<file path="config.mk">
export PLATFORM = sky130hd
export DESIGN_NAME = udp_cmd_source
export DESIGN_NICKNAME = d
export VERILOG_FILES = /design/src/design/udp_mem_pkg.sv /design/src/design/udp_cmd_source.sv
export VERILOG_INCLUDE_DIRS = /design/src /design/src/design
export SDC_FILE = /design/constraint.sdc
export NUM_CORES = 1
export LEC_CHECK = 0
export ABC_AREA = 1
export BUFFER_PORTS_ARGS = -buffer_cell sky130_fd_sc_hd__buf_2
export CAP_MARGIN = 40
export CORE_ASPECT_RATIO = 1.5
export CORE_MARGIN = 10
export CORE_UTILIZATION = 54
export DETAILED_ROUTE_END_ITERATION = 6
export HOLD_SLACK_MARGIN = 0.03
export PLACE_DENSITY_LB_ADDON = 0.2
export RECOVER_POWER = 100
export SYNTH_ARGS = -nofsm -noshare
export SYNTH_HDL_FRONTEND = slang
export SYNTH_SLANG_ARGS = --single-unit
</file>
<file path="constraint.sdc">
create_clock -name gmii_rx_clk -period 9 [get_ports gmii_rx_clk]
set_input_delay 0.45 -clock gmii_rx_clk [delete_from_list [all_inputs] [get_ports gmii_rx_clk]]
set_output_delay 0.45 -clock gmii_rx_clk [all_outputs]
set_load 0.005 [all_outputs]
</file>
<file path="src/design/udp_mem_defines.svh">
`ifndef UDP_MEM_DEFINES_SVH
`define UDP_MEM_DEFINES_SVH

// ####################
// stream pacing
// ####################

`define WORD_GAP 4 // cycles between two words of a packet.

// ####################
// memory and opcodes
// ####################

`define RAM_AW 10

// header opcodes, in the top byte of the first word.
`define OP_WRITE 8'h80
`define OP_READ  8'h40

`endif

</file>
<file path="src/design/udp_mem_pkg.sv">
package udp_mem_pkg;

`include "udp_mem_defines.svh"

    // first word of a packet.
    typedef struct packed {
        logic [7:0]  opcode;
        logic [7:0]  count; // data words for a write, words to return for a read.
        logic [15:0] rsvd;
    } cmd_hdr_s;

    // second word of a packet.
    typedef struct packed {
        logic [3:0]  rsvd;
        logic [27:0] addr;
    } cmd_addr_s;

    // one stream word, read as a header or as an address by its position.
    typedef union packed {
        cmd_hdr_s  hdr;
        cmd_addr_s addr;
    } cmd_word_u;

    typedef struct packed {
        logic [`RAM_AW-1:0] addr;
        logic [31:0]        data;
    } wr_req_s;

    typedef struct packed {
        logic [`RAM_AW-1:0] addr; // first word of the range.
        logic [7:0]         count;
    } rd_req_s;

endpackage

</file>
<file path="src/design/udp_cmd_source.sv">
`timescale 1ns/10ps
`include "udp_mem_defines.svh"

module udp_cmd_source import udp_mem_pkg::*; (
    input  logic        gmii_rx_clk,
    input  logic        rstn,
    input  logic        wr_en,
    input  logic        rd_en,
    input  logic [7:0]  wr_num,
    input  logic [7:0]  rd_num,
    input  logic [27:0] wr_addr,
    input  logic [27:0] rd_addr,
    input  logic        tx_start_en,
    input  logic [31:0] udp_tx_data,
    output cmd_word_u   udp_rx_data,
    output logic        rec_en,
    output logic        rec_pkt_done,
    output logic        tx_req,
    output logic [31:0] rd_word,
    output logic        rd_word_stb,
    output logic        wr_done,
    output logic        rd_done
);

    localparam int GAP_W = $clog2(`WORD_GAP);
    localparam logic [GAP_W-1:0] GAP_LAST = GAP_W'(`WORD_GAP - 1);

    localparam logic [2:0] S_IDLE    = 3'd0;
    localparam logic [2:0] S_WR      = 3'd1;
    localparam logic [2:0] S_RD_HDR  = 3'd2;
    localparam logic [2:0] S_RD_WAIT = 3'd3;
    localparam logic [2:0] S_RD_TX   = 3'd4;

    logic [1:0]       wr_sync;
    logic [1:0]       rd_sync;
    logic             wr_up;
    logic             rd_up;
    logic [2:0]       state;
    logic [GAP_W-1:0] gap_cnt;
    logic             gap_last;
    logic [8:0]       word_cnt; // header and address count as words 0 and 1.
    logic [7:0]       cmd_num;
    logic [27:0]      cmd_addr;
    logic             emit;
    cmd_word_u        next_word;

    // ####################
    // trigger edges
    // ####################

    always_ff @(posedge gmii_rx_clk or negedge rstn) begin
        if (!rstn) begin
            wr_sync <= 2'b00;
            rd_sync <= 2'b00;
        end else begin
            wr_sync <= {wr_sync[0], wr_en};
            rd_sync <= {rd_sync[0], rd_en};
        end
    end

    assign wr_up = wr_sync[0] & ~wr_sync[1];
    assign rd_up = rd_sync[0] & ~rd_sync[1];

    // ####################
    // packet sequencer
    // ####################

    assign gap_last = (gap_cnt == GAP_LAST);
    assign emit     = gap_last && (state == S_WR || state == S_RD_HDR);

    always_ff @(posedge gmii_rx_clk or negedge rstn) begin
        if (!rstn) begin
            state        <= S_IDLE;
            gap_cnt      <= '0;
            word_cnt     <= '0;
            rec_en       <= 1'b0;
            rec_pkt_done <= 1'b0;
            tx_req       <= 1'b0;
            wr_done      <= 1'b0;
            rd_done      <= 1'b0;
        end else begin
            rec_en       <= 1'b0;
            rec_pkt_done <= 1'b0;
            tx_req       <= 1'b0;
            wr_done      <= 1'b0;
            rd_done      <= 1'b0;
            if (state == S_IDLE || state == S_RD_WAIT || gap_last) begin
                gap_cnt <= '0;
            end else begin
                gap_cnt <= gap_cnt + 1'b1;
            end
            case (state)
                S_IDLE: begin
                    word_cnt <= '0;
                    if (wr_up) begin // edges seen here only, so a busy source ignores them.
                        state <= S_WR;
                    end else if (rd_up) begin
                        state <= S_RD_HDR;
                    end
                end
                S_WR: begin
                    if (gap_last) begin
                        rec_en   <= 1'b1;
                        word_cnt <= word_cnt + 9'd1;
                        if (word_cnt == {1'b0, cmd_num} + 9'd1) begin
                            rec_pkt_done <= 1'b1;
                            wr_done      <= 1'b1;
                            state        <= S_IDLE;
                        end
                    end
                end
                S_RD_HDR: begin
                    if (gap_last) begin
                        rec_en   <= 1'b1;
                        word_cnt <= word_cnt + 9'd1;
                        if (word_cnt == 9'd1) begin
                            rec_pkt_done <= 1'b1;
                            word_cnt     <= '0;
                            if (cmd_num == 8'd0) begin
                                rd_done <= 1'b1; // nothing to fetch.
                                state   <= S_IDLE;
                            end else begin
                                state <= S_RD_WAIT;
                            end
                        end
                    end
                end
                S_RD_WAIT: begin
                    if (tx_start_en) begin
                        state <= S_RD_TX;
                    end
                end
                S_RD_TX: begin
                    if (gap_last) begin
                        tx_req   <= 1'b1;
                        word_cnt <= word_cnt + 9'd1;
                        if (word_cnt == {1'b0, cmd_num} - 9'd1) begin
                            rd_done <= 1'b1;
                            state   <= S_IDLE;
                        end
                    end
                end
                default: state <= S_IDLE;
            endcase
        end
    end

    // command fields are frozen at the trigger so the inputs may change mid-packet.
    always_ff @(posedge gmii_rx_clk) begin
        if (state == S_IDLE && wr_up) begin
            cmd_num  <= wr_num;
            cmd_addr <= wr_addr;
        end else if (state == S_IDLE && rd_up) begin
            cmd_num  <= rd_num;
            cmd_addr <= rd_addr;
        end
    end

    always_comb begin
        if (word_cnt == 9'd0) begin
            next_word.hdr.opcode = (state == S_WR) ? `OP_WRITE : `OP_READ;
            next_word.hdr.count  = cmd_num;
            next_word.hdr.rsvd   = '0;
        end else if (word_cnt == 9'd1) begin
            next_word.addr.rsvd = '0;
            next_word.addr.addr = cmd_addr;
        end else begin
            next_word = cmd_word_u'(32'(word_cnt - 9'd2)); // data runs 0, 1, 2 and on.
        end
    end

    always_ff @(posedge gmii_rx_clk) begin
        if (emit) begin
            udp_rx_data <= next_word;
        end
    end

    // the responder's word is sampled in the tx_req cycle.
    assign rd_word     = udp_tx_data;
    assign rd_word_stb = tx_req;

    // the receive stream never runs inside the responder's transmit window.
    a_no_rx_tx_overlap: assert property (@(posedge gmii_rx_clk) disable iff (!rstn)
        !(rec_en && tx_start_en));

    a_tx_req_in_window: assert property (@(posedge gmii_rx_clk) disable iff (!rstn)
        tx_req |-> tx_start_en);

endmodule

</file>
==> results.py <==
metrics = {
    "run_status": {
        "status": "finished, violations left",
        "violations": "max-capacitance violations, max-slew violations",
    },
    "pwr": {
        "power_leakage_uw": 0.00249,
        "power_density_nw_per_um2": 288,
        "power.total_uw": 1600,
        "ir_drop_uv": 182,
    },
    "sta": {
        "setup_viol": 0,
        "setup_tns_ns": 0,
        "hold_violations": 0,
        "fin_crit_sh": 0.488,
        "relSlewSlack": -0.505,
        "fin_skew_ns": 0.00827,
        "fin_crit_ns": 4.39,
        "max_clock_freq_mhz": 228,
        "rsz0062_at_grt": "no",
        "tightest_slew_ns": 2.24,
        "slew_viol_final": 129,
    },
    "floorplan": {
        "die_h_um": 137,
        "dieArea_sq_um": 13500,
        "core-area_sq_um": 8880,
        "die_w_um": 98.2,
        "io_pins": 179,
        "num_rows": 42,
        "initial_core_util": 0.558,
    },
    "cts": {
        "cts_max_level": 3,
        "cts_buffer_depth": 2,
        "cts-root-buf": "clkbuf_16",
        "cts_tree": "built",
        "numCtsBuffers": 9,
        "cts_resized": 0,
        "postCtsSetupBuffers": 0,
        "clkSlewWorstSetupHoldPaths_ns": 0.07,
        "cts.sinks": 90,
        "cts_hold_buf": 0,
        "clock_latency_ns": 0.34,
    },
    "worst_setup_path": {
        "arrival_ns": 4.62,
        "required_ns": 9.23,
        "rr_startpoint": "word_cnt[1]$_DFFE_PN0P_",
        "worstSetupStartpoint": "word_cnt[1]$_DFFE_PN0P_",
        "worstPathMaxFanout": 23,
        "regToRegEndpoint": "state[1]$_DFFE_PN0P_",
        "end_kind": "flip-flop",
        "critPathLaunchType": "flip-flop",
        "r2r_slack_ns": 4.61,
        "path_class": "reg2reg",
        "worstRegToRegCells": 11,
    },
    "cells_and_area": {
        "area_delta_synth_final_pct": 12.4,
        "fin_nets": 721,
        "n_antenna_cell": 0,
        "multi_input_area_sq_um": 1800,
        "fillers": 766,
        "ff_latch_area_sq_um": 2590,
        "drive_above_1_share": 0.232,
    },
    "synth": {
        "synth.avg_cell_area_sq_um": 9.40,
        "synth_compound_area_frac": 0.0603,
        "syn_nets": 644,
        "synth_xor_area_frac": 0.00530,
        "yosysMostFrequentCell": "nand2_1",
        "synth_top_area_cell": "edfxtp_1",
        "netlist_instances": 527,
        "synth_area_sq_um": 4960,
        "synth-seq-cells": 90,
        "synth_top_area_share": 0.406,
        "synth_top_family_by_area": "simple AND/OR/NAND/NOR gates",
        "async_flop_share": 0.256,
        "yosys.area_share.simple": 0.199,
        "ys.flop_type": "edfxtp_1",
        "yosysUniqueCellTypes": 33,
        "synth_edf_count": 67,
        "synthMuxAreaShare": 0.0818,
        "synthAdderAreaFrac": 0.0202,
        "ys.warnings.count": 0,
        "yosys-top-cells-count": "126 x nand2_1, 67 x edfxtp_1, 50 x inv_1",
        "yosys-top-cells-area": "edfxtp_1 41%, dfrtp_1 12%, nand2_1 9.5%",
        "ys_seq_area_frac": 0.522,
    },
    "routing": {
        "vias": 3754,
        "post-route-drc-count": 0,
        "routed_wl_um": 12000,
        "drtIter0Drc": 179,
        "viasPerCell": 5.22,
        "postRouteAntennaNets": 0,
        "wl_per_cell_um": 16.6,
        "first_pass_iters": 4,
    },
    "min_path": {
        "whs_endpoint": "wr_sync[0]$_DFF_PN0_",
        "hold_start": "wr_en",
        "holdPathStages": 1,
        "min-delay-path-class": "in2reg",
    },
    "global_route": {
        "grt_pass1_vias": 3813,
        "grt_pass1_wl_um": 18700,
        "grt_use_total": 0.174,
        "grt_max_degree": 38,
        "gr-total-overflow": 0,
        "antenna_found_initial": 0,
    },
    "placed_design": {
        "place_congestion": 0.885,
        "hpwl_um": 9150,
        "port_buffers": 114,
    },
    "job": {
        "maxCapViolations": 4,
    },
}
## state kept, by name (all words and copies together) (netlist names)
name          flops
rec_pkt_done      1
cmd_addr         28
rd_done           1
rec_en            1
udp_rx_data      31
cmd_num           8
rd_sync           2
word_cnt          9
rd_word_stb       1
gap_cnt           2
wr_sync           2
wr_done           1
state             3
## where the power goes
part,switching [uW],internal (uW)
Clock,161,218
Combinational,396,190
Sequential,52.7,587
## cells by family after synthesis
logic type / after synthesis
AND/OR/NAND/NOR: 227
buffers and inverters: 107
flip-flops: 90
AO/OA/AOI/OAI: 56
multiplexers: 36
adder cells (fa/ha/maj): 8
XOR/XNOR: 3
## placed cells by master, fill, tap and decap left out, types with 3 or more instances in the layout
cell,n
nor2_2,3
mux2_1,6
mux2_2,30
edfxtp_1,67
nand3_2,4
ha_1,8
nand2_1,128
nand4_1,7
dfrtp_1,23
clkbuf_1,38
inv_2,5
o21ai_0,30
clkbuf_16,9
nand3_1,34
inv_1,52
buf_2,78
a31oi_1,4
nor2_1,43
a21oi_1,18
## cell type report
type | count | area share
inverter | 57 | 0.0384
clock buffer | 9 | 0.0404
multi-input combinational | 330 | 0.323
timing repair buffer | 116 | 0.0956
tap | 110 | 0.0247
clock inverter | 7 | 0.0137
sequential | 90 | 0.464
## how the worst max path moves through the flow
stage | cells after the start | slack (ns) | endpoint
floorplan | 3 | 5.61 | udp_rx_data[0]$_SDFFCE_PP0P_
global placement | 9 | 6.37 | udp_rx_data[14]$_SDFFCE_PP0P_
detailed placement | 9 | 6.23 | udp_rx_data[25]$_SDFFCE_PP0P_
CTS | 9 | 6.18 | udp_rx_data[31]$_DFFE_PP_
global route | 11 | 3.97 | udp_rx_data[20]$_DFFE_PP_
finish | 11 | 4.61 | state[1]$_DFFE_PN0P_
## critical path: stages (launching register included)
cell and delay (ns):
dfrtp_1 0.44, inv_1 0.17, ha_1 0.17, nand2_1 0.05
nor3_1 1.70, inv_1 0.76, nand2_1 0.35, nand3_2 0.09
a21oi_1 0.29, nand3_2 0.14, nand2_1 0.08, nand2_1 0.05
## layer usage
metal	part of all wire	global-route usage	up-vias
li1	-	-	1866
met1	0.37	0.182	1719
met2	0.53	0.310	132
met3	0.064	0.0572	37
met4	0.031	0.0783	0
met5	0	0	-
## stage by stage
stage	setup slack, ns	utilization	cell area (sq um)	hold WS [ns]	std cells
finish	4.61	0.628	5570	0.218	719
global route	3.97	0.628	5570	0.202	719
CTS	6.18	0.639	5680	0.0922	719
detailed placement	6.23	0.605	5380	0.368	703
global placement	6.37	0.603	5360	0.360	702
floorplan	5.61	-	4960	0.154	527
Note: power is estimated with default switching activity, not from simulation.
