**src/design/udp_mem_defines.svh**
```systemverilog
`ifndef UDP_MEM_DEFINES_SVH
`define UDP_MEM_DEFINES_SVH

// ####################
// stream pacing
// ####################

`define WORD_GAP 4 // cycles between two words of a packet.

// ####################
// memory and opcodes
// ####################

`define RAM_AW 10

// header opcodes, in the top byte of the first word.
`define OP_WRITE 8'h80
`define OP_READ  8'h40

`endif

```
**src/design/udp_mem_pkg.sv**
```systemverilog
package udp_mem_pkg;

`include "udp_mem_defines.svh"

    // first word of a packet.
    typedef struct packed {
        logic [7:0]  opcode;
        logic [7:0]  count; // data words for a write, words to return for a read.
        logic [15:0] rsvd;
    } cmd_hdr_s;

    // second word of a packet.
    typedef struct packed {
        logic [3:0]  rsvd;
        logic [27:0] addr;
    } cmd_addr_s;

    // one stream word, read as a header or as an address by its position.
    typedef union packed {
        cmd_hdr_s  hdr;
        cmd_addr_s addr;
    } cmd_word_u;

    typedef struct packed {
        logic [`RAM_AW-1:0] addr;
        logic [31:0]        data;
    } wr_req_s;

    typedef struct packed {
        logic [`RAM_AW-1:0] addr; // first word of the range.
        logic [7:0]         count;
    } rd_req_s;

endpackage

```
**src/design/udp_cmd_parser.sv**
```systemverilog
`timescale 1ns/10ps
`include "udp_mem_defines.svh"

module udp_cmd_parser import udp_mem_pkg::*; (
    input  logic      gmii_rx_clk,
    input  logic      rstn,
    input  cmd_word_u udp_rx_data,
    input  logic      rec_en,
    input  logic      rec_pkt_done,
    output wr_req_s   wr_req,
    output logic      wr_stb,
    output rd_req_s   rd_req,
    output logic      rd_stb
);

    localparam logic [1:0] POS_HDR  = 2'd0;
    localparam logic [1:0] POS_ADDR = 2'd1;
    localparam logic [1:0] POS_DATA = 2'd2;

    logic [1:0]         pos; // saturates on the data words.
    logic [7:0]         opcode;
    logic [7:0]         count;
    logic [`RAM_AW-1:0] cur_addr;

    // ####################
    // word position
    // ####################

    always_ff @(posedge gmii_rx_clk or negedge rstn) begin
        if (!rstn) begin
            pos    <= POS_HDR;
            opcode <= 8'h00;
            wr_stb <= 1'b0;
            rd_stb <= 1'b0;
        end else begin
            wr_stb <= 1'b0;
            rd_stb <= 1'b0;
            if (rec_en) begin
                if (rec_pkt_done) begin
                    pos <= POS_HDR;
                end else if (pos != POS_DATA) begin
                    pos <= pos + 2'd1;
                end
                case (pos)
                    POS_HDR:  opcode <= udp_rx_data.hdr.opcode;
                    POS_ADDR: rd_stb <= (opcode == `OP_READ);
                    default:  wr_stb <= (opcode == `OP_WRITE);
                endcase
            end
        end
    end

    // ####################
    // request payloads
    // ####################

    always_ff @(posedge gmii_rx_clk) begin
        if (rec_en) begin
            case (pos)
                POS_HDR: begin
                    count <= udp_rx_data.hdr.count;
                end
                POS_ADDR: begin
                    cur_addr     <= udp_rx_data.addr.addr[`RAM_AW-1:0];
                    rd_req.addr  <= udp_rx_data.addr.addr[`RAM_AW-1:0];
                    rd_req.count <= count;
                end
                default: begin
                    wr_req.addr <= cur_addr;
                    wr_req.data <= udp_rx_data;
                    cur_addr    <= cur_addr + 1'b1; // consecutive words land at consecutive addresses.
                end
            endcase
        end
    end

    a_known_opcode: assert property (@(posedge gmii_rx_clk) disable iff (!rstn)
        (rec_en && pos == POS_HDR) |-> (udp_rx_data.hdr.opcode inside {`OP_WRITE, `OP_READ}));

endmodule

```
**config.mk**
```make
export PLATFORM = sky130hd
export DESIGN_NAME = udp_cmd_parser
export DESIGN_NICKNAME = d
export VERILOG_FILES = /design/src/design/udp_mem_pkg.sv /design/src/design/udp_cmd_parser.sv
export VERILOG_INCLUDE_DIRS = /design/src /design/src/design
export SDC_FILE = /design/constraint.sdc
export NUM_CORES = 1
export LEC_CHECK = 0
export BUFFER_PORTS_ARGS = -buffer_cell sky130_fd_sc_hd__buf_2
export CORE_MARGIN = 2
export CORE_UTILIZATION = 52
export CTS_BUF_LIST = sky130_fd_sc_hd__clkbuf_8
export CTS_CLUSTER_SIZE = 8
export DETAILED_ROUTE_END_ITERATION = 16
export PLACE_DENSITY = 0.79
export SLEW_MARGIN = 0
export SYNTH_ARGS = -nofsm -noshare
export SYNTH_HDL_FRONTEND = slang
export SYNTH_SLANG_ARGS = --single-unit
```
**constraint.sdc**
```tcl
create_clock -name gmii_rx_clk -period 3.3 [get_ports gmii_rx_clk]
set_clock_uncertainty 0.15 [all_clocks]
set_input_delay 0.33 -clock gmii_rx_clk [delete_from_list [all_inputs] [get_ports gmii_rx_clk]]
set_output_delay 0.33 -clock gmii_rx_clk [all_outputs]
set_load 0.005 [all_outputs]
```
==> flow_metrics.py, run 1 <==
metrics = {
    "timing": {
        "setup_tns_ns": 0,
        "whs_ns": 0.0137,
        "setup_viol": 0,
        "hold_viol": 0,
        "maxSlewHeadroom_pct": 35.3,
        "max_clock_freq_mhz": 406,
        "rsz0062_at_grt": "no",
        "tightest_slew_ns": 0.970,
        "setup_ws_ns": 0.839,
        "maxSlewViolCount": 0,
        "final.min_clock_period_ns": 2.46,
        "finalCritPeriodShare_pct": 74.6,
    },
    "place": {
        "globalplace.congestion": 0.794,
        "place.port_buffers": 97,
        "dp.cells": 339,
        "postPlaceCellArea_mm2": 0.00373,
        "dp_slack_ns": 0.819,
        "place_hpwl_um": 3880,
    },
    "critical_path": {
        "cp.required_ns": 3.40,
        "crit_family": "simple AND/OR/NAND/NOR gates",
        "worst_setup_path_end_kind": "register",
        "crit_buf_inv": 1,
        "crit_slowest_cell": "and2_2",
        "critical_path_class": "reg2reg",
        "start_kind": "register",
        "crit_fanout": 43,
        "cpPeakStageDelay_ns": 0.83,
        "cp.arrival_ns": 2.56,
        "worst-path-stages": 4,
        "crit_chain": "ha_1 -> inv_1 -> and2_2 -> nor4b_1",
        "r2r_cells": 4,
        "r2r_start": "pos[0]",
        "r2r-end": "wr_stb",
        "worst-r2r-setup-slack_ns": 0.84,
        "setup.worst_path.start": "pos[0]",
    },
    "logic_synthesis": {
        "syn_nets": 209,
        "synth-seq-area-share_pct": 83.8,
        "yosys_warnings": 0,
        "yosys.area.top_type": "edfxtp_1",
        "ys_ff_latch": 90,
        "syn_inst": 169,
        "synth_top_area_share_pct": 74.3,
        "synthDistinctLibCells": 24,
        "postSynthAreaPerCell_um2": 18.6,
        "synth.cell_area_mm2": 0.00315,
        "synth_area_leaders": "edfxtp_1, dfrtp_1, mux2_2, ha_1, nand3_1",
    },
    "min_path": {
        "hp-start": "udp_rx_data[18]",
        "min_path_type": "in2reg",
        "hold_path_end": "wr_req[18]",
        "holdPathStages": 1,
    },
    "route": {
        "wirelength_um": 5810,
        "drc_errors": 0,
        "drtIter0Drc": 225,
        "via_per_inst": 5.16,
        "vias": 1892,
        "dr.pass1.iters": 4,
        "antenna_left": 0,
        "wl_per_cell_um": 15.8,
    },
    "floorplanning": {
        "initial_core_util_pct": 53.6,
        "fp.dieW_um": 81.9,
        "die-area_mm2": 0.00670,
        "core_mm2": 0.00589,
        "ios": 98,
        "die_h_um": 81.9,
        "rows": 28,
    },
    "pwr": {
        "p_sw_mw": 0.794,
        "p_leak_nw": 1.63,
        "switching_share_pct": 25.1,
        "fin_total_pwr_mw": 3.17,
        "vdd_drop_max_mv": 0.437,
        "clockPowerShare_pct": 30.0,
        "internal_power_mw": 2.37,
        "seqPwrFrac_pct": 52.9,
        "p_comb_share_pct": 17.0,
        "power.density_mw_per_mm2": 770,
    },
    "grt": {
        "grt-ovfl-total": 0,
        "grt_max_degree": 44,
        "grt.total_usage_pct": 18.2,
        "antenna_found_initial": 0,
        "grt_pass1_vias": 1790,
        "grt_pass1_wl_um": 8620,
    },
    "cells_and_area": {
        "layout.cells.non_filler": 367,
        "diodes": 0,
        "drive_above_1_share_pct": 42.1,
        "nets": 327,
        "fin_area_mm2": 0.00411,
        "fin_util_pct": 69.9,
        "area.growth.synth_to_final_pct": 30.5,
    },
    "cts": {
        "cts_root_buffer": "clkbuf_8",
        "clock_path_buffers": 2,
        "cts_buffers": 9,
        "cts_tree": "done",
        "clock_sinks": 90,
        "postCtsSetupRepairBufs": 0,
        "clock_latency_ns": 0.36,
        "path_clk_slew_ns": 0.08,
        "h-tree-depth": 3,
    },
    "status": {
        "status": "completed",
    },
    "run": {
        "cap_violations": 0,
    },
}
## cell usage in the layout, fill, tap and decap left out, types with 3 or more instances in the layout
master / synthesis / layout
buf_2: 0 / 97
bufinv_16: 0 / 4
clkbuf_8: 0 / 9
dfrtp_1: 12 / 12
dlygate4sd3_1: 0 / 12
edfxtp_1: 78 / 78
ha_1: 4 / 4
inv_1: 7 / 8
mux2_2: 8 / 8
nand2_1: 12 / 12
nand3_1: 10 / 10
nor2_1: 3 / 3
o211ai_1: 4 / 4
o21ai_0: 6 / 6
or4_1: 5 / 5
## power groups by stage
stage	Combinational [mW]	Sequential (mW)	Clock, mW
2_1_floorplan	0.294	1.69	0
3_3_place_gp	0.506	1.69	0
3_5_place_dp	0.533	1.70	0
4_1_cts	0.545	1.68	0.965
5_1_grt	0.604	1.70	1.01
6_report	0.539	1.68	0.951
## repair_timing
item                                   in CTS  in global routing
hold buffers                                8                  4
resized for setup                           0                  0
endpoints found under the hold margin      20                  7
## Yosys cell counts
| library cell | count |
|---|---|
| inv_1 | 7 |
| xor2_1 | 2 |
| nand4_1 | 1 |
| and2_1 | 3 |
| nor2_1 | 3 |
| a31oi_1 | 2 |
| nand3_1 | 10 |
| o31ai_1 | 1 |
| nor2b_1 | 1 |
| clkbuf_1 | 3 |
| o21ai_0 | 6 |
| nand2_1 | 12 |
| edfxtp_1 | 78 |
| o211ai_1 | 4 |
| nand4_2 | 1 |
| dfrtp_1 | 12 |
| nor4_1 | 1 |
| ha_1 | 4 |
| nor4b_1 | 2 |
| o22ai_1 | 1 |
| a21o_1 | 1 |
| mux2_2 | 8 |
| or4_1 | 5 |
| xnor2_1 | 1 |
## layer usage
metal	global-route usage, %	part of all wire (%)	wire length [µm]	vias to the layer above
met5	0	0	0	-
met4	10.0	2.1	121	0
met3	5.93	8.3	480	10
met2	29.5	51	2970	88
met1	21.5	39	2240	908
li1	-	-	-	886
## cells by family after synthesis
group                      Yosys count  synth area share [%]
and+or+nand+nor                     39                  6.71
muxes                                8                  2.86
AOI/OAI and AO/OA                   15                  2.98
adders and majority gates            4                  1.59
DFF                                 90                  83.8
buffers and inverters               10                  1.19
xor gates and xnor gates             3                 0.834
## worst max path at each step
stage           endpoint  slack [ns]
3_5_place_dp      wr_stb        0.82
6_report          wr_stb        0.84
2_1_floorplan  wr_req[0]        0.44
5_1_grt           wr_stb        0.60
4_1_cts           wr_stb        0.80
3_3_place_gp      wr_stb        0.91
## sequential cells by signal (all words and copies together) (netlist names)
register  count
count         8
cur_addr     10
opcode        8
pos           2
rd_req       18
rd_stb        1
wr_req       42
wr_stb        1
## cell type report
cell class | instances | area [µm²]
well taps | 75 | 93.8
clock buffers | 9 | 124
multi-input cells | 69 | 473
fillers | 416 | 1770
inverters | 7 | 26.3
flip-flops and latches | 90 | 2640
repair buffers | 110 | 613
clock inverters | 7 | 141
(Power assumes the default switching activity.)
==> run 2: changes to the inputs <==
--- a/config.mk
+++ b/config.mk
@@ -8,11 +8,11 @@
 export LEC_CHECK = 0
 export BUFFER_PORTS_ARGS = -buffer_cell sky130_fd_sc_hd__buf_2
 export CORE_MARGIN = 2
-export CORE_UTILIZATION = 52
+export CORE_UTILIZATION = 47
 export CTS_BUF_LIST = sky130_fd_sc_hd__clkbuf_8
 export CTS_CLUSTER_SIZE = 8
 export DETAILED_ROUTE_END_ITERATION = 16
-export PLACE_DENSITY = 0.79
+export PLACE_DENSITY = 0.75
 export SLEW_MARGIN = 0
 export SYNTH_ARGS = -nofsm -noshare
 export SYNTH_HDL_FRONTEND = slang
==> constraint.sdc (replaced) <==
create_clock -name gmii_rx_clk -period 2.25 [get_ports gmii_rx_clk]
set_clock_uncertainty 0.15 [all_clocks]
set_input_delay 0.225 -clock gmii_rx_clk [delete_from_list [all_inputs] [get_ports gmii_rx_clk]]
set_output_delay 0.225 -clock gmii_rx_clk [all_outputs]
set_load 0.005 [all_outputs]
==> flow_metrics.py, run 2 (same netlist as run 1, synthesis figures left out) <==
metrics = {
    "timing": {
        "max_clock_freq_mhz": 532,
        "rsz0062_at_grt": "no",
        "setup_tns_ns": 0,
        "setup_viol": 0,
        "final.min_clock_period_ns": 1.88,
        "maxSlewHeadroom_pct": 76.7,
        "maxSlewViolCount": 0,
        "setup_ws_ns": 0.371,
        "finalCritPeriodShare_pct": 83.5,
        "tightest_slew_ns": 0.349,
        "hold_viol": 0,
    },
    "critical_path": {
        "crit_chain": "inv_1 -> ha_1 -> nor2b_1 -> and2_4 -> buf_12",
        "worst_setup_path_end_kind": "register",
        "start_kind": "register",
        "cp.arrival_ns": 1.78,
        "cp.required_ns": 2.15,
        "crit_slowest_cell": "dfrtp_1",
        "crit_fanout": 29,
        "critical_path_class": "reg2reg",
        "cpPeakStageDelay_ns": 0.40,
    },
    "grt": {
        "antenna_found_initial": 0,
        "grt.total_usage_pct": 17.5,
        "grt_pass1_wl_um": 9500,
        "grt_max_degree": 30,
        "grt_pass1_vias": 1949,
        "grt-ovfl-total": 0,
    },
    "pwr": {
        "power.density_mw_per_mm2": 1010,
        "vdd_drop_max_mv": 0.543,
        "p_leak_nw": 1.71,
    },
    "cts": {
        "h-tree-depth": 3,
        "postCtsResizedCells": 0,
        "cts_buffers": 9,
        "cts_hold_buf": 34,
        "cts_tree": "done",
        "clock_latency_ns": 0.34,
        "postCtsSetupRepairBufs": 0,
        "path_clk_slew_ns": 0.08,
        "clock_path_buffers": 2,
        "cts_root_buffer": "clkbuf_8",
        "clock_sinks": 90,
    },
    "place": {
        "globalplace.congestion": 0.806,
        "place_hpwl_um": 3990,
        "place.port_buffers": 97,
        "dp_slack_ns": 0.374,
    },
    "run": {
        "cap_violations": 0,
    },
    "cells_and_area": {
        "regMostFlops": "wr_req",
        "area.growth.synth_to_final_pct": 36.4,
        "largest_reg_flops": 42,
        "diodes": 0,
        "reg.largest.list": "wr_req: 42 flops, rd_req: 18 flops, cur_addr: 10 flops",
        "final_cell_mix": "buf_2, edfxtp_1, dlygate4sd3_1, nand2_1, dfrtp_1",
        "drive_above_1_share_pct": 39.6,
        "nets": 353,
        "layout_commonest_cell": "buf_2",
        "fillers": 442,
    },
    "route": {
        "wl_met2_um": 2980,
        "route.met3.wl_um": 376,
        "vias": 1945,
        "via_per_inst": 4.92,
        "highest_layer": "met4",
        "drtIter0Drc": 118,
        "met1_length_um": 2530,
        "wirelength_um": 5990,
        "dr.pass1.iters": 11,
        "antenna_left": 0,
        "drc_errors": 10,
        "wl_per_cell_um": 15.2,
    },
    "floorplanning": {
        "fp.dieW_um": 85.9,
        "die_h_um": 85.9,
        "ios": 98,
        "die-area_mm2": 0.00738,
        "core_mm2": 0.00642,
        "initial_core_util_pct": 49.1,
        "rows": 29,
    },
    "status": {
        "failed_checks": "DRC",
        "status": "finished, violations left",
    },
    "min_path": {
        "min_path_type": "in2reg",
    },
}
run 2: cell count changes in the layout (fill, tap and decap cells not counted), sizes merged:
cell / previous run / this run
dlygate4sd3: 12 / 34
buf: 98 / 102
clkinv: 1 / 5
bufinv: 4 / 1
inv: 9 / 8
run 2: critical path: cells and delay by family, from the launching register on:
kind,cells,cell delay [ns]
AND/OR/NAND/NOR,2,0.47
flip-flops,1,0.40
buffers and inverters,2,0.32
adder cells (fa/ha/maj),1,0.23
run 2: worst paths after layout:
path,depth (start not counted),start,slack [ns],to
min in group asynchronous,2,rstn,0.13,opcode[1]
max in group asynchronous,2,rstn,1.61,pos[0]
setup reg to reg,5,pos[0],0.37,wr_req[2]
hold / removal,2,rec_en,0.05,pos[1]
setup / recovery,5,pos[0],0.37,wr_req[2]
hold reg to reg,0,count[2],0.27,rd_req[2]
run 2: metrics by stage:
stage / cells / hold WS (ns) / total power [mW] / utilization (%) / area, µm²
floorplan: 169 / -0.221 / 2.91 / - / 3150
global placement: 345 / -0.0372 / 3.27 / 58.8 / 3770
detailed placement: 345 / -0.0303 / 3.32 / 58.8 / 3770
CTS: 395 / 0.0283 / 4.38 / 67.0 / 4300
global route: 395 / 0.0289 / 4.59 / 67.0 / 4300
finish: 395 / 0.0495 / 4.34 / 67.0 / 4300
run 2: power breakdown:
group	switching (mW)	internal, mW
Combinational	0.474	0.398
Clock	0.516	0.501
Sequential	0.161	2.29
Total	1.15	3.19
run 2: layout make-up:
class / count / area [µm²] / share of cell area [%]
clock buffer: 9 / 124 / 2.88
clock inverter: 7 / 61.3 / 1.43
inverter: 7 / 26.3 / 0.611
multi-input combinational: 69 / 474 / 11.0
sequential: 90 / 2640 / 61.4
tap: 77 / 96.3 / 2.24
timing repair buffer: 136 / 876 / 20.4
run 2: layer usage:
layer	GRT usage (%)	up-vias
met2	29.0	69
met1	21.3	930
li1	-	938
met4	6.93	0
met3	5.87	8
met5	0	-
==> run 3: changes to the inputs <==
--- a/config.mk
+++ b/config.mk
@@ -8,11 +8,11 @@
 export LEC_CHECK = 0
 export BUFFER_PORTS_ARGS = -buffer_cell sky130_fd_sc_hd__buf_2
 export CORE_MARGIN = 2
-export CORE_UTILIZATION = 47
+export CORE_UTILIZATION = 52
 export CTS_BUF_LIST = sky130_fd_sc_hd__clkbuf_8
 export CTS_CLUSTER_SIZE = 8
 export DETAILED_ROUTE_END_ITERATION = 16
-export PLACE_DENSITY = 0.75
+export PLACE_DENSITY = 0.79
 export SLEW_MARGIN = 0
 export SYNTH_ARGS = -nofsm -noshare
 export SYNTH_HDL_FRONTEND = slang
==> constraint.sdc (replaced) <==
create_clock -name gmii_rx_clk -period 1.81 [get_ports gmii_rx_clk]
set_clock_uncertainty 0.15 [all_clocks]
set_input_delay 0.181 -clock gmii_rx_clk [delete_from_list [all_inputs] [get_ports gmii_rx_clk]]
set_output_delay 0.181 -clock gmii_rx_clk [all_outputs]
set_load 0.005 [all_outputs]
==> flow_metrics.py, run 3 (same netlist as run 1, synthesis figures left out) <==
metrics = {
    "status": {
        "status": "completed",
    },
    "cells_and_area": {
        "diodes": 0,
        "layout.cells.non_filler": 398,
        "layout_commonest_cell": "buf_2",
        "multi_input_area_um2": 495,
        "regMostFlops": "wr_req",
        "reg.largest.list": "wr_req: 42 flops, rd_req: 18 flops, cur_addr: 10 flops",
        "regArea_mm2": 0.00264,
        "area.growth.synth_to_final_pct": 38.2,
        "fillers": 389,
        "drive_above_1_share_pct": 42.1,
        "nets": 358,
        "fin_util_pct": 74.0,
        "final_cell_mix": "buf_2, edfxtp_1, dlygate4sd3_1, nand2_1, dfrtp_1",
        "largest_reg_flops": 42,
        "fin_area_mm2": 0.00436,
    },
    "route": {
        "drc_errors": 0,
        "via_per_inst": 5.02,
        "drtIter0Drc": 170,
        "antenna_left": 0,
        "wl_per_cell_um": 15.2,
        "wirelength_um": 6040,
        "vias": 1999,
        "dr.pass1.iters": 6,
    },
    "floorplanning": {
        "die-area_mm2": 0.00670,
        "rows": 28,
        "fp.dieW_um": 81.9,
        "die_h_um": 81.9,
        "ios": 98,
        "core_mm2": 0.00589,
        "initial_core_util_pct": 53.6,
    },
    "place": {
        "globalplace.congestion": 0.767,
        "place.port_buffers": 97,
        "place_hpwl_um": 4100,
        "dp.cells": 345,
        "postPlaceCellArea_mm2": 0.00382,
        "dp_slack_ns": 0.0756,
    },
    "critical_path": {
        "crit_family": "simple AND/OR/NAND/NOR gates",
        "cp.required_ns": 1.87,
        "crit_buf_inv": 2,
        "start_kind": "register",
        "worst_setup_path_end_kind": "register",
        "cp.arrival_ns": 1.76,
        "crit_fanout": 17,
        "critical_path_class": "reg2reg",
        "cpPeakStageDelay_ns": 0.52,
        "crit_chain": "inv_1 -> ha_2 -> buf_12 -> or4_1 -> nand3_1",
        "crit_slowest_cell": "or4_1",
    },
    "pwr": {
        "seqPwrFrac_pct": 56.3,
        "vdd_drop_max_mv": 0.711,
        "internal_power_mw": 3.91,
        "p_leak_nw": 1.72,
        "power.density_mw_per_mm2": 1240,
        "switching_share_pct": 27.6,
        "fin_total_pwr_mw": 5.40,
        "p_comb_share_pct": 22.4,
        "clockPowerShare_pct": 21.3,
        "p_sw_mw": 1.49,
    },
    "timing": {
        "maxSlewViolCount": 0,
        "hold_viol": 0,
        "rsz0062_at_grt": "no",
        "max_clock_freq_mhz": 588,
        "setup_tns_ns": 0,
        "tightest_slew_ns": 0.353,
        "maxSlewHeadroom_pct": 76.5,
        "setup_viol": 0,
        "whs_ns": 0.0907,
        "setup_ws_ns": 0.108,
        "final.min_clock_period_ns": 1.70,
        "finalCritPeriodShare_pct": 94.0,
    },
    "grt": {
        "grt_pass1_vias": 1947,
        "grt_pass1_wl_um": 9260,
        "grt_max_degree": 34,
        "grt.total_usage_pct": 19.1,
        "grt-ovfl-total": 0,
        "antenna_found_initial": 0,
    },
    "cts": {
        "clock_latency_ns": 0.34,
        "h-tree-depth": 3,
        "path_clk_slew_ns": 0.08,
        "cts_root_buffer": "clkbuf_8",
        "clock_sinks": 90,
        "clock_path_buffers": 2,
        "cts_buffers": 9,
        "cts_tree": "done",
    },
    "run": {
        "cap_violations": 0,
    },
    "min_path": {
        "min_path_type": "in2async",
    },
}
[run 3: final timing paths]
| path | start | to | slack [ns] | cells after the start |
|---|---|---|---|---|
| worst max-delay path | pos[1] | cur_addr[6] | 0.11 | 5 |
| worst min-delay path | rstn | opcode[5] | 0.09 | 2 |
| worst max register to register | pos[1] | cur_addr[6] | 0.11 | 5 |
| worst min register to register | count[3] | rd_req[3] | 0.27 | 0 |
| max in group asynchronous | rstn | pos[0] | 1.20 | 2 |
| min in group gmii_rx_clk | count[3] | rd_req[3] | 0.27 | 0 |
[run 3: layout make-up]
cell class                 count  area share [%]
clock inverter                 7            1.06
timing repair buffer         141            21.3
sequential                    90            60.7
multi-input combinational     69            11.4
clock buffer                   9            2.84
inverter                       7           0.603
tap                           75            2.15
[run 3: power by group through the flow]
stage	registers (mW)	logic [mW]	clock network (mW)
after floorplan	3.08	0.565	0
after global placement	3.06	1.08	0
after detailed placement	3.09	1.14	0
after CTS	3.04	1.20	1.19
after global routing	3.09	1.35	1.26
final	3.04	1.21	1.15
[run 3: worst register-to-register path, cell delays in order, from the launching register on]
cell	delay, ns
dfrtp_1	0.37
inv_1	0.08
ha_2	0.21
buf_12	0.15
or4_1	0.52
nand3_1	0.09
[run 3: metal layers]
| layer | wire (µm) | GRT usage, % |
|---|---|---|
| met5 | 0 | 0 |
| met4 | 69 | 8.00 |
| met3 | 384 | 4.84 |
| met2 | 3200 | 32.4 |
| met1 | 2390 | 23.2 |
[run 3: repair_timing]
action	CTS	global route
hold endpoints to repair	74	0
hold buffers	35	0
endpoints found under the setup margin	0	20
setup buffers	0	2
gates resized for setup	0	2
