===== config.mk =====
export PLATFORM = sky130hd
export DESIGN_NAME = udp_rd_responder
export DESIGN_NICKNAME = d
export VERILOG_FILES = /design/src/design/udp_mem_pkg.sv /design/src/design/udp_rd_responder.sv
export VERILOG_INCLUDE_DIRS = /design/src /design/src/design
export SDC_FILE = /design/constraint.sdc
export NUM_CORES = 1
export LEC_CHECK = 0
export BUFFER_PORTS_ARGS = -buffer_cell sky130_fd_sc_hd__buf_2
export CAP_MARGIN = 25
export CORE_MARGIN = 3
export CORE_UTILIZATION = 38
export CTS_CLUSTER_SIZE = 40
export DETAILED_ROUTE_END_ITERATION = 8
export HOLD_SLACK_MARGIN = 0.05
export PLACE_DENSITY = 0.82
export SLEW_MARGIN = 30
export SYNTH_ARGS = -nofsm -noshare
export SYNTH_HDL_FRONTEND = slang
export SYNTH_SLANG_ARGS = --single-unit
export TNS_END_PERCENT = 10

===== constraint.sdc =====
create_clock -name gmii_rx_clk -period 1.8 [get_ports gmii_rx_clk]
set_input_delay 0 -clock gmii_rx_clk [delete_from_list [all_inputs] [get_ports gmii_rx_clk]]
set_output_delay 0 -clock gmii_rx_clk [all_outputs]
set_load 0.01 [all_outputs]

===== src/design/udp_mem_defines.svh =====
`ifndef UDP_MEM_DEFINES_SVH
`define UDP_MEM_DEFINES_SVH

// ####################
// stream pacing
// ####################

`define WORD_GAP 4 // cycles between two words of a packet.

// ####################
// memory and opcodes
// ####################

`define RAM_AW 10

// header opcodes, in the top byte of the first word.
`define OP_WRITE 8'h80
`define OP_READ  8'h40

`endif


===== src/design/udp_mem_pkg.sv =====
package udp_mem_pkg;

`include "udp_mem_defines.svh"

    // first word of a packet.
    typedef struct packed {
        logic [7:0]  opcode;
        logic [7:0]  count; // data words for a write, words to return for a read.
        logic [15:0] rsvd;
    } cmd_hdr_s;

    // second word of a packet.
    typedef struct packed {
        logic [3:0]  rsvd;
        logic [27:0] addr;
    } cmd_addr_s;

    // one stream word, read as a header or as an address by its position.
    typedef union packed {
        cmd_hdr_s  hdr;
        cmd_addr_s addr;
    } cmd_word_u;

    typedef struct packed {
        logic [`RAM_AW-1:0] addr;
        logic [31:0]        data;
    } wr_req_s;

    typedef struct packed {
        logic [`RAM_AW-1:0] addr; // first word of the range.
        logic [7:0]         count;
    } rd_req_s;

endpackage


===== src/design/udp_rd_responder.sv =====
`timescale 1ns/10ps
`include "udp_mem_defines.svh"

module udp_rd_responder import udp_mem_pkg::*; (
    input  logic               gmii_rx_clk,
    input  logic               rstn,
    input  rd_req_s            rd_req,
    input  logic               rd_stb,
    input  logic               tx_req,
    input  logic [31:0]        ram_rd_data,
    output logic               ram_rd_en,
    output logic [`RAM_AW-1:0] ram_rd_addr,
    output logic               tx_start_en,
    output logic [31:0]        udp_tx_data
);

    logic [7:0] remain;
    logic       prefetch_pend; // first fetch issued, data not yet back.

    always_ff @(posedge gmii_rx_clk or negedge rstn) begin
        if (!rstn) begin
            ram_rd_en     <= 1'b0;
            ram_rd_addr   <= '0;
            tx_start_en   <= 1'b0;
            remain        <= 8'd0;
            prefetch_pend <= 1'b0;
        end else begin
            ram_rd_en     <= 1'b0;
            prefetch_pend <= 1'b0;
            if (rd_stb && rd_req.count != 8'd0) begin
                ram_rd_en     <= 1'b1;
                ram_rd_addr   <= rd_req.addr;
                remain        <= rd_req.count;
                prefetch_pend <= 1'b1;
            end else if (prefetch_pend) begin
                tx_start_en <= 1'b1; // RAM output is valid from the next cycle.
            end else if (tx_req && tx_start_en) begin
                remain <= remain - 8'd1;
                if (remain == 8'd1) begin
                    tx_start_en <= 1'b0;
                end else begin
                    ram_rd_en   <= 1'b1;
                    ram_rd_addr <= ram_rd_addr + 1'b1;
                end
            end
        end
    end

    // the RAM read register is the transmit word.
    assign udp_tx_data = ram_rd_data;

endmodule


==> impl_metrics.env, run 1 <==
export IMPL_slew_viol_final=0
export IMPL_clockBufferDepth=2
export IMPL_dp_hpwl_um=2240
export IMPL_syn_inst=157
export IMPL_whs_endpoint="tx_start_en$_DFFE_PN0P_"
export IMPL_min_path_cells=3
export IMPL_cts_sinks=21
export IMPL_fin_nets=275
export IMPL_max_stage_delay_ns=0.51
export IMPL_holdWs_ns=0.0507
export IMPL_mostFrequentLayoutCell="dlygate4sd3_1"
export IMPL_relSlewSlack_pct=69.0
export IMPL_wl_per_cell_um=15.0
export IMPL_grt_pass1_wl_um=5840
export IMPL_worst_endpoint_arrival_ns=2.01
export IMPL_fill_cells=299
export IMPL_finClkSkew_ns=0.00255
export IMPL_hold_class="in -> reg"
export IMPL_cp_start_kind="flip-flop"
export IMPL_worstMarginPinSlew_ns=0.464
export IMPL_cts_buffers=3
export IMPL_r2r_cells=7
export IMPL_die_area_um2=4590
export IMPL_reg2reg_from="remain[1]$_DFFE_PN0P_"
export IMPL_die_x_um=67.8
export IMPL_ir_drop_v=0.000321
export IMPL_grt_overflow_total=0
export IMPL_reg2reg_slack_ns=-0.01
export IMPL_io_pins=98
export IMPL_syn_num_nets=214
export IMPL_syn_area_um2=1450
export IMPL_vias=1354
export IMPL_cap_violations=0
export IMPL_cts_root_buf="clkbuf_8"
export IMPL_fmax_mhz=552
export IMPL_tns_ns=-0.0187
export IMPL_period_needed_ns=1.81
export IMPL_cp_end_kind="flip-flop"
export IMPL_fin_ws_ns=-0.0119
export IMPL_clkLatencyLatePin_ns=0.27
export IMPL_final_cell_mix="dlygate4sd3_1, buf_2, dfrtp_1, nor2_1"
export IMPL_htree_levels=1
export IMPL_synth_distinct_cells=36
export IMPL_antenna_found_initial=0
export IMPL_gp_congestion=0.819
export IMPL_wl_um=3930
export IMPL_drt_iter0_markers=32
export IMPL_multi_input_area_um2=647
export IMPL_synthToLayoutAreaGrowth_pct=40.9
export IMPL_finalHoldViolCount=0
export IMPL_ys_warnings_count=0
export IMPL_die_h_um=67.8
export IMPL_finalSetupViolCount=2
export IMPL_r2r_end="ram_rd_addr[7]$_DFFE_PN0P_"
export IMPL_start_util_pct=41.5
export IMPL_cellPowerDensity_nw_per_um2=639
export IMPL_min_from="tx_req"
export IMPL_cp_cell_sequence="inv_2, ha_2, or3b_4, o211ai_4, buf_12, or4_4, a31oi_2"
export IMPL_rsz0062_at_grt="yes"
export IMPL_drive_above_1_share_pct=26.7
export IMPL_grtUsageTotal_pct=16.8
export IMPL_port_buffers=33
export IMPL_cts_tree="yes"
export IMPL_grt_start_max_net_pins=22
export IMPL_ant_nets=0
export IMPL_violations="setup timing"
export IMPL_p_leak_nw=0.850
export IMPL_ys_seq_area_share_pct=36.2
export IMPL_remaining_drc_errors=0
export IMPL_dr_pass1_iters=4
export IMPL_p_total_w=0.00131
export IMPL_status="finished with violations"
export IMPL_vias_per_cell=5.15
export IMPL_fp_row_count=21
export IMPL_clk_pin_slew_ns=0.08
export IMPL_num_antenna_cells=0
export IMPL_required_ns=1.99
export IMPL_worstSetupPathType="reg -> reg"
export IMPL_ys_ff_latch=21
export IMPL_cp_slowest_cell="or4_4"
export IMPL_grt_pass1_vias=1259
export IMPL_path_max_fanout=14
export IMPL_fin_crit_sh_pct=101
export IMPL_synth_avg_cell_area_um2=9.24
export IMPL_fp_coreArea_um2=3490
export IMPL_regArea_um2=526
==> report_power, final <==
part	internal, W	total [W]	switching [W]
registers	0.000518	0.000572	0.0000543
logic	0.000211	0.000410	0.000199
clock network	0.000155	0.000324	0.000169
total	0.000884	0.00131	0.000422
==> sequential cells by signal, summed over array words and instances (netlist names) <==
| signal | cells |
|---|---|
| tx_start_en | 1 |
| ram_rd_en | 1 |
| prefetch_pend | 1 |
| remain | 8 |
| ram_rd_addr | 10 |
==> critical path, delay by kind of cell, from the launching register on <==
| family | cells | cell delay (ns) |
|---|---|---|
| AND/OR/NAND/NOR | 2 | 0.76 |
| adder cells (fa/ha/maj) | 1 | 0.18 |
| buffers and inverters | 2 | 0.21 |
| flip-flops | 1 | 0.38 |
| AO/OA/AOI/OAI | 2 | 0.22 |
==> how the worst max path moves through the flow <==
| stage | startpoint | end | depth (start not counted) |
|---|---|---|---|
| CTS | remain[1]$_DFFE_PN0P_ | ram_rd_addr[9]$_DFFE_PN0P_ | 7 |
| floorplan | remain[1]$_DFFE_PN0P_ | ram_rd_addr[7]$_DFFE_PN0P_ | 7 |
| finish | remain[1]$_DFFE_PN0P_ | ram_rd_addr[7]$_DFFE_PN0P_ | 7 |
| global placement | remain[1]$_DFFE_PN0P_ | ram_rd_addr[9]$_DFFE_PN0P_ | 6 |
| global route | remain[1]$_DFFE_PN0P_ | ram_rd_addr[9]$_DFFE_PN0P_ | 7 |
| detailed placement | remain[1]$_DFFE_PN0P_ | ram_rd_addr[9]$_DFFE_PN0P_ | 6 |
==> per-stage QoR <==
stage               area [um^2]  setup slack, ns  cells  util (%)
floorplan                  1450           0.0758    157         -
global placement           1450           0.0329    206      41.4
detailed placement         1450          -0.0491    206      41.4
CTS                        2040          0.00367    262      58.3
global route               2040          -0.0404    263      58.5
finish                     2040          -0.0119    263      58.5
==> kinds of logic (layout without fill, tap and decap cells) <==
logic type | after synthesis | count (layout) | synth area share [%]
AO/OA/AOI/OAI | 31 | 31 | 15.0
XOR/XNOR | 9 | 9 | 5.44
adder cells (fa/ha/maj) | 3 | 3 | 2.59
buffers and inverters | 40 | 100 | 20.0
flip-flops | 21 | 21 | 36.2
multiplexers | 1 | 1 | 0.690
AND/OR/NAND/NOR | 52 | 52 | 20.0
==> metal layers <==
layer / wire, um / track usage [%] / up-vias
met2: 2020 / 28.1 / 70
met4: 82 / 6.95 / 0
met3: 231 / 1.83 / 8
li1: - / - / 643
met5: 0 / 0 / -
met1: 1600 / 22.0 / 633
==> cells in the mapped netlist (all sizes together) <==
cell type | number | area share, %
a21oi | 6 | 2.1
a22o | 1 | 0.60
a31oi | 7 | 3.9
and3b | 1 | 0.60
and4 | 1 | 0.60
buf | 36 | 19
clkbuf | 1 | 0.26
dfrtp | 21 | 36
ha | 3 | 2.6
inv | 3 | 0.78
mux2i | 1 | 0.69
nand2 | 11 | 2.8
nand3 | 4 | 1.4
nand3b | 1 | 0.52
nand4 | 3 | 1.3
nand4b | 1 | 0.60
nor2 | 14 | 3.6
nor3b | 1 | 0.52
nor4 | 2 | 0.86
nor4b | 1 | 1.0
o211ai | 2 | 2.0
o21ai | 12 | 4.9
o31ai | 3 | 1.6
or2 | 1 | 0.43
or3 | 4 | 1.7
or3b | 1 | 0.60
or4 | 6 | 3.4
xnor2 | 4 | 2.4
xor2 | 5 | 3.0
==> layout make-up <==
type | instances | share of cell area [%]
Clock inverter | 1 | 0.245
Tap cell | 46 | 2.82
Timing Repair Buffer | 93 | 37.0
Multi-Input combinational cell | 96 | 31.7
Inverter | 3 | 0.551
Clock buffer | 3 | 2.02
Sequential cell | 21 | 25.7
==> timing repair <==
action | in CTS | in global routing
pin swaps | 4 | 1
endpoints found under the hold margin | 71 | 0
buffers inserted | 1 | 1
cloned | 0 | 0
hold buffers | 51 | 0
endpoints found under the setup margin | 7 | 6
resized for setup | 5 | 0
Note: power is estimated with default switching activity, not from simulation.
==> run 2: changes to the inputs <==
--- a/config.mk
+++ b/config.mk
@@ -12,6 +12,7 @@
 export CORE_UTILIZATION = 38
 export CTS_CLUSTER_SIZE = 40
 export DETAILED_ROUTE_END_ITERATION = 8
+export GPL_TIMING_DRIVEN = 0
 export HOLD_SLACK_MARGIN = 0.05
 export PLACE_DENSITY = 0.82
 export SLEW_MARGIN = 30
==> run 2 against run 1 <==
The run now ends clean. First-iteration DRC count increased by 38%. Utilization rose by 3.4 points. Die area is the same. Setup slack improved by 0.043 ns. Critical path type unchanged. Largest cell class unchanged. Largest power group unchanged. Highest routed layer unchanged.
==> impl_metrics.env, run 2 (same netlist as run 1, synthesis figures left out) <==
export IMPL_status="complete, no violations"
export IMPL_place_area_um2=1830
export IMPL_fin_nets=310
export IMPL_start_util_pct=41.5
export IMPL_p_total_w=0.00134
export IMPL_clkLatencyLatePin_ns=0.26
export IMPL_fin_crit_sh_pct=98.3
export IMPL_cts_buffers=3
export IMPL_relSlewSlack_pct=67.9
export IMPL_cap_violations=0
export IMPL_fmax_mhz=565
export IMPL_synthToLayoutAreaGrowth_pct=49.0
export IMPL_critPathTopFamily="simple AND/OR/NAND/NOR gates"
export IMPL_grtUsageTotal_pct=16.6
export IMPL_grt_start_max_net_pins=22
export IMPL_cp_slowest_cell="or4_4"
export IMPL_port_buffers=64
export IMPL_io_pins=98
export IMPL_cts_tree="yes"
export IMPL_worstMarginPinSlew_ns=0.482
export IMPL_dr_pass1_iters=4
export IMPL_ant_nets=0
export IMPL_reg_top3="ram_rd_addr: 10 flops, remain: 8 flops"
export IMPL_largest_reg_flops=10
export IMPL_dp_slack_ns=-0.0851
export IMPL_drt_iter0_markers=44
export IMPL_dp_hpwl_um=2850
export IMPL_cts_sinks=21
export IMPL_die_x_um=67.8
export IMPL_gp_congestion=0.786
export IMPL_rsz0062_at_grt="yes"
export IMPL_cellPowerDensity_nw_per_um2=621
export IMPL_drive_above_1_share_pct=49.6
export IMPL_post_route_cell_area_um2=2160
export IMPL_die_h_um=67.8
export IMPL_htree_levels=1
export IMPL_fp_coreArea_um2=3490
export IMPL_fin_ws_ns=0.0309
export IMPL_cp_end_kind="flip-flop"
export IMPL_p_leak_nw=1.00
export IMPL_cp_start_kind="flip-flop"
export IMPL_finClkSkew_ns=0.00657
export IMPL_finalSetupViolCount=0
export IMPL_wl_um=3900
export IMPL_wl_per_cell_um=13.1
export IMPL_fp_row_count=21
export IMPL_mostFrequentLayoutCell="buf_2"
export IMPL_ir_drop_v=0.000367
export IMPL_cts_root_buf="clkbuf_8"
export IMPL_slew_viol_final=0
export IMPL_clk_pin_slew_ns=0.09
export IMPL_top_register="ram_rd_addr"
export IMPL_required_ns=1.99
export IMPL_final_cell_mix="buf_2, buf_4, dlygate4sd3_1, dfrtp_1, nor2_1"
export IMPL_finalHoldViolCount=0
export IMPL_reg2reg_slack_ns=0.03
export IMPL_num_antenna_cells=0
export IMPL_grt_pass1_wl_um=5870
export IMPL_die_area_um2=4590
export IMPL_period_needed_ns=1.77
export IMPL_critical_path_buf_inv_count=1
export IMPL_vias=1501
export IMPL_worstSetupPathType="reg -> reg"
export IMPL_max_stage_delay_ns=0.58
export IMPL_grt_pass1_vias=1356
export IMPL_antenna_found_initial=0
export IMPL_grt_overflow_total=0
export IMPL_cp_cell_sequence="or4_4, o211ai_4, buf_6, o31ai_1, a31oi_2"
export IMPL_worst_endpoint_arrival_ns=1.96
export IMPL_path_max_fanout=6
export IMPL_fin_util_pct=61.8
export IMPL_hold_class="in -> reg"
export IMPL_remaining_drc_errors=0
export IMPL_clockBufferDepth=2
export IMPL_vias_per_cell=5.04
export IMPL_holdWs_ns=0.123
run 2: changes by cell type in the layout (fill, tap and decap cells not counted), moves of 2 or more:
cell | before | now
buf_6 | 0 | 3
dfrtp_1 | 21 | 19
dlygate4sd3_1 | 51 | 20
dfrtp_2 | 0 | 2
buf_2 | 33 | 64
buf_4 | 8 | 40
run 2: tightest hold or removal path, stage by stage:
cell	delay [ns]
clkbuf_1	0.20
nand2_1	0.10
o21ai_1	0.05
run 2: final timing paths:
| check | from | to | cells after the start |
|---|---|---|---|
| max | remain[2]$_DFFE_PN0P_ | ram_rd_addr[9]$_DFFE_PN0P_ | 5 |
| min in group asynchronous | rstn | ram_rd_addr[0]$_DFFE_PN0P_ | 2 |
| max reg2reg | remain[2]$_DFFE_PN0P_ | ram_rd_addr[9]$_DFFE_PN0P_ | 5 |
| min | rd_stb | remain[2]$_DFFE_PN0P_ | 3 |
| min reg2reg | prefetch_pend$_DFF_PN0_ | tx_start_en$_DFFE_PN0P_ | 1 |
| max in group asynchronous | rstn | remain[2]$_DFFE_PN0P_ | 2 |
run 2: what timing repair did:
action                                  4_1_cts  5_1_grt
buffers inserted                              2        4
endpoints found under the setup margin        7       11
endpoints found under the hold margin        40        0
resized for setup                             3        9
gates cloned                                  0        1
pin swaps                                     1        5
hold buffers                                 20        0
run 2: through the flow:
stage | setup TNS, ns | cells
finish | 0 | 298
global route | -0.0818 | 298
CTS | 0 | 293
detailed placement | -0.470 | 267
global placement | -0.0545 | 267
floorplan | 0 | 157
run 2: layer usage:
layer	share of wire (%)	track usage (%)	wire length, um
met1	38	21.7	1500
met4	1.6	6.45	63
met3	9.0	1.66	352
met5	0	0	0
met2	51	27.9	1980
run 2: where the power goes:
group / internal [W] / switching (W) / total (W)
Sequential: 0.000519 / 0.0000556 / 0.000575
Combinational: 0.000237 / 0.000206 / 0.000443
Clock: 0.000156 / 0.000166 / 0.000323
Total: 0.000913 / 0.000428 / 0.00134
run 2: area by class of cell:
type | count | area, um^2
fillers | 285 | 1330
multi-input cells | 96 | 657
repair buffers | 91 | 577
flip-flops and latches | 21 | 528
plain buffers | 37 | 282
well taps | 46 | 57.6
clock buffers | 3 | 41.3
inverters | 3 | 11.3
clock inverters | 1 | 7.51
==> run 3: changes to the inputs <==
--- a/config.mk
+++ b/config.mk
@@ -8,13 +8,15 @@
 export LEC_CHECK = 0
 export BUFFER_PORTS_ARGS = -buffer_cell sky130_fd_sc_hd__buf_2
 export CAP_MARGIN = 25
+export CORE_ASPECT_RATIO = 1.5
 export CORE_MARGIN = 3
-export CORE_UTILIZATION = 38
+export CORE_UTILIZATION = 39
+export CTS_BUF_LIST = sky130_fd_sc_hd__clkbuf_8
 export CTS_CLUSTER_SIZE = 40
 export DETAILED_ROUTE_END_ITERATION = 8
 export GPL_TIMING_DRIVEN = 0
 export HOLD_SLACK_MARGIN = 0.05
-export PLACE_DENSITY = 0.82
+export PLACE_DENSITY = 0.84
 export SLEW_MARGIN = 30
 export SYNTH_ARGS = -nofsm -noshare
 export SYNTH_HDL_FRONTEND = slang
==> run 3 against run 2 <==
Critical path depth did not move. Flip-flop and latch count unchanged. Count of clock-buffer cells in the layout did not move. Clock power decreased by 1%. Cell area down 0.75%. Register-to-register slack about the same. Clock skew fell by 0.0048 ns. Sequential share of layout area up 0.13 points. Global-route usage is 0.57 points higher. Setup slack gained 0.014 ns. Fmax rose by 0.78%.
==> impl_metrics.env, run 3 (same netlist as run 1, synthesis figures left out) <==
export IMPL_required_ns=1.99
export IMPL_drive_above_1_share_pct=49.0
export IMPL_rsz0062_at_grt="yes"
export IMPL_tns_ns=0
export IMPL_status="complete, no violations"
export IMPL_reg2reg_from="remain[4]$_DFFE_PN0P_"
export IMPL_worstSetupPathType="reg -> reg"
export IMPL_remaining_drc_errors=0
export IMPL_grt_pass1_wl_um=6070
export IMPL_vias_per_cell=4.92
export IMPL_cts_buffers=3
export IMPL_r2r_end="ram_rd_addr[9]$_DFFE_PN0P_"
export IMPL_place_area_um2=1820
export IMPL_fin_cells=293
export IMPL_finalHoldViolCount=0
export IMPL_cp_cell_sequence="or4_4, o211ai_4, buf_6, o31ai_2, a31oi_2"
export IMPL_final_cell_mix="buf_2, buf_4, dfrtp_1, dlygate4sd3_1, nor2_1"
export IMPL_dr_pass1_iters=4
export IMPL_grtUsageTotal_pct=17.1
export IMPL_ir_drop_v=0.000461
export IMPL_cts_root_buf="clkbuf_8"
export IMPL_cp_start_kind="flip-flop"
export IMPL_reg2reg_slack_ns=0.04
export IMPL_gp_congestion=0.732
export IMPL_largest_reg_flops=10
export IMPL_holdWs_ns=0.0575
export IMPL_worst_endpoint_arrival_ns=1.95
export IMPL_num_antenna_cells=0
export IMPL_ant_nets=0
export IMPL_fin_nets=309
export IMPL_mostFrequentLayoutCell="buf_2"
export IMPL_hold_class="in -> reg"
export IMPL_clockBufferDepth=2
export IMPL_start_util_pct=41.7
export IMPL_cts_sinks=21
export IMPL_die_h_um=80.7
export IMPL_relSlewSlack_pct=68.8
export IMPL_fin_util_pct=61.6
export IMPL_min_path_cells=3
export IMPL_htree_levels=1
export IMPL_cellPowerDensity_nw_per_um2=620
export IMPL_wl_per_cell_um=12.7
export IMPL_clkLatencyLatePin_ns=0.26
export IMPL_die_x_um=55.8
export IMPL_vias=1443
export IMPL_slew_viol_final=0
export IMPL_fp_row_count=26
export IMPL_io_pins=98
export IMPL_clk_pin_slew_ns=0.08
export IMPL_die_area_um2=4500
export IMPL_worstMarginPinSlew_ns=0.463
export IMPL_grt_pass1_vias=1379
export IMPL_top_register="ram_rd_addr"
export IMPL_critical_path_buf_inv_count=1
export IMPL_min_from="tx_req"
export IMPL_finalSetupViolCount=0
export IMPL_whs_endpoint="tx_start_en$_DFFE_PN0P_"
export IMPL_r2r_cells=5
export IMPL_placed_cells=263
export IMPL_port_buffers=64
export IMPL_reg_top3="ram_rd_addr: 10 flops, remain: 8 flops"
export IMPL_wl_um=3730
export IMPL_fp_coreArea_um2=3480
export IMPL_fmax_mhz=570
export IMPL_post_route_cell_area_um2=2140
export IMPL_synthToLayoutAreaGrowth_pct=47.9
export IMPL_critPathTopFamily="simple AND/OR/NAND/NOR gates"
export IMPL_cp_slowest_cell="or4_4"
export IMPL_finClkSkew_ns=0.00174
export IMPL_grt_start_max_net_pins=22
export IMPL_max_stage_delay_ns=0.58
export IMPL_cp_end_kind="flip-flop"
export IMPL_cap_violations=0
export IMPL_fin_crit_sh_pct=97.5
export IMPL_path_max_fanout=6
export IMPL_grt_overflow_total=0
export IMPL_period_needed_ns=1.76
export IMPL_dp_hpwl_um=2660
export IMPL_antenna_found_initial=0
export IMPL_p_leak_nw=0.996
export IMPL_drt_iter0_markers=33
export IMPL_cts_tree="yes"
-- run 3: how the worst max path moves through the flow --
stage / startpoint / endpoint / slack [ns] / cells after the start
2_1_floorplan: remain[1]$_DFFE_PN0P_ / ram_rd_addr[7]$_DFFE_PN0P_ / 0.08 / 7
3_3_place_gp: remain[1]$_DFFE_PN0P_ / ram_rd_addr[9]$_DFFE_PN0P_ / -0.001 / 7
3_5_place_dp: remain[1]$_DFFE_PN0P_ / ram_rd_addr[9]$_DFFE_PN0P_ / -0.06 / 7
4_1_cts: rd_req[7] / ram_rd_addr[6]$_DFFE_PN0P_ / 0.006 / 6
5_1_grt: remain[4]$_DFFE_PN0P_ / ram_rd_addr[6]$_DFFE_PN0P_ / -0.04 / 5
6_report: remain[4]$_DFFE_PN0P_ / ram_rd_addr[9]$_DFFE_PN0P_ / 0.04 / 5
-- run 3: report_power, final --
| group | total [W] | internal [W] | switching, W |
|---|---|---|---|
| sequential | 0.000572 | 0.000519 | 0.0000535 |
| clock | 0.000319 | 0.000157 | 0.000163 |
| combinational | 0.000439 | 0.000236 | 0.000203 |
-- run 3: layout make-up --
cell class | count | area [um^2]
Fill cell | 304 | 1340
Multi-Input combinational cell | 96 | 654
Timing Repair Buffer | 90 | 567
Sequential cell | 21 | 527
Buffer | 37 | 282
Tap cell | 42 | 52.6
Clock buffer | 3 | 41.3
Inverter | 3 | 13.8
Clock inverter | 1 | 7.51
-- run 3: metrics by stage --
step	power [W]	setup WS, ns
final	0.00133	0.0446
after CTS	0.00132	0.00569
after global routing	0.00141	-0.0353
after floorplan	0.000814	0.0758
after detailed placement	0.000949	-0.0558
after global placement	0.000936	-0.00120
-- run 3: per-layer routing --
layer  global-route usage (%)  vias up  wire length, um
li1                         -      714                -
met1                     16.7      637             1290
met2                     34.2       85             2040
met3                     3.54        7              318
met4                     6.81        0               77
met5                        0        -                0
-- run 3: repair_timing --
item	4_1_cts	5_1_grt
setup buffers	2	4
gates cloned	1	0
setup endpoints to repair	7	12
resized for setup	4	6
endpoints found under the hold margin	39	0
hold buffers	19	0
pin swaps	1	2
-- run 3: worst register-to-register path: cells and delay by family (launching register included) --
kind                   cells  cell delay, ns
DFF                        1            0.40
AOI/OAI and AO/OA          3            0.54
buffers and inverters      1            0.16
and+or+nand+nor            1            0.58
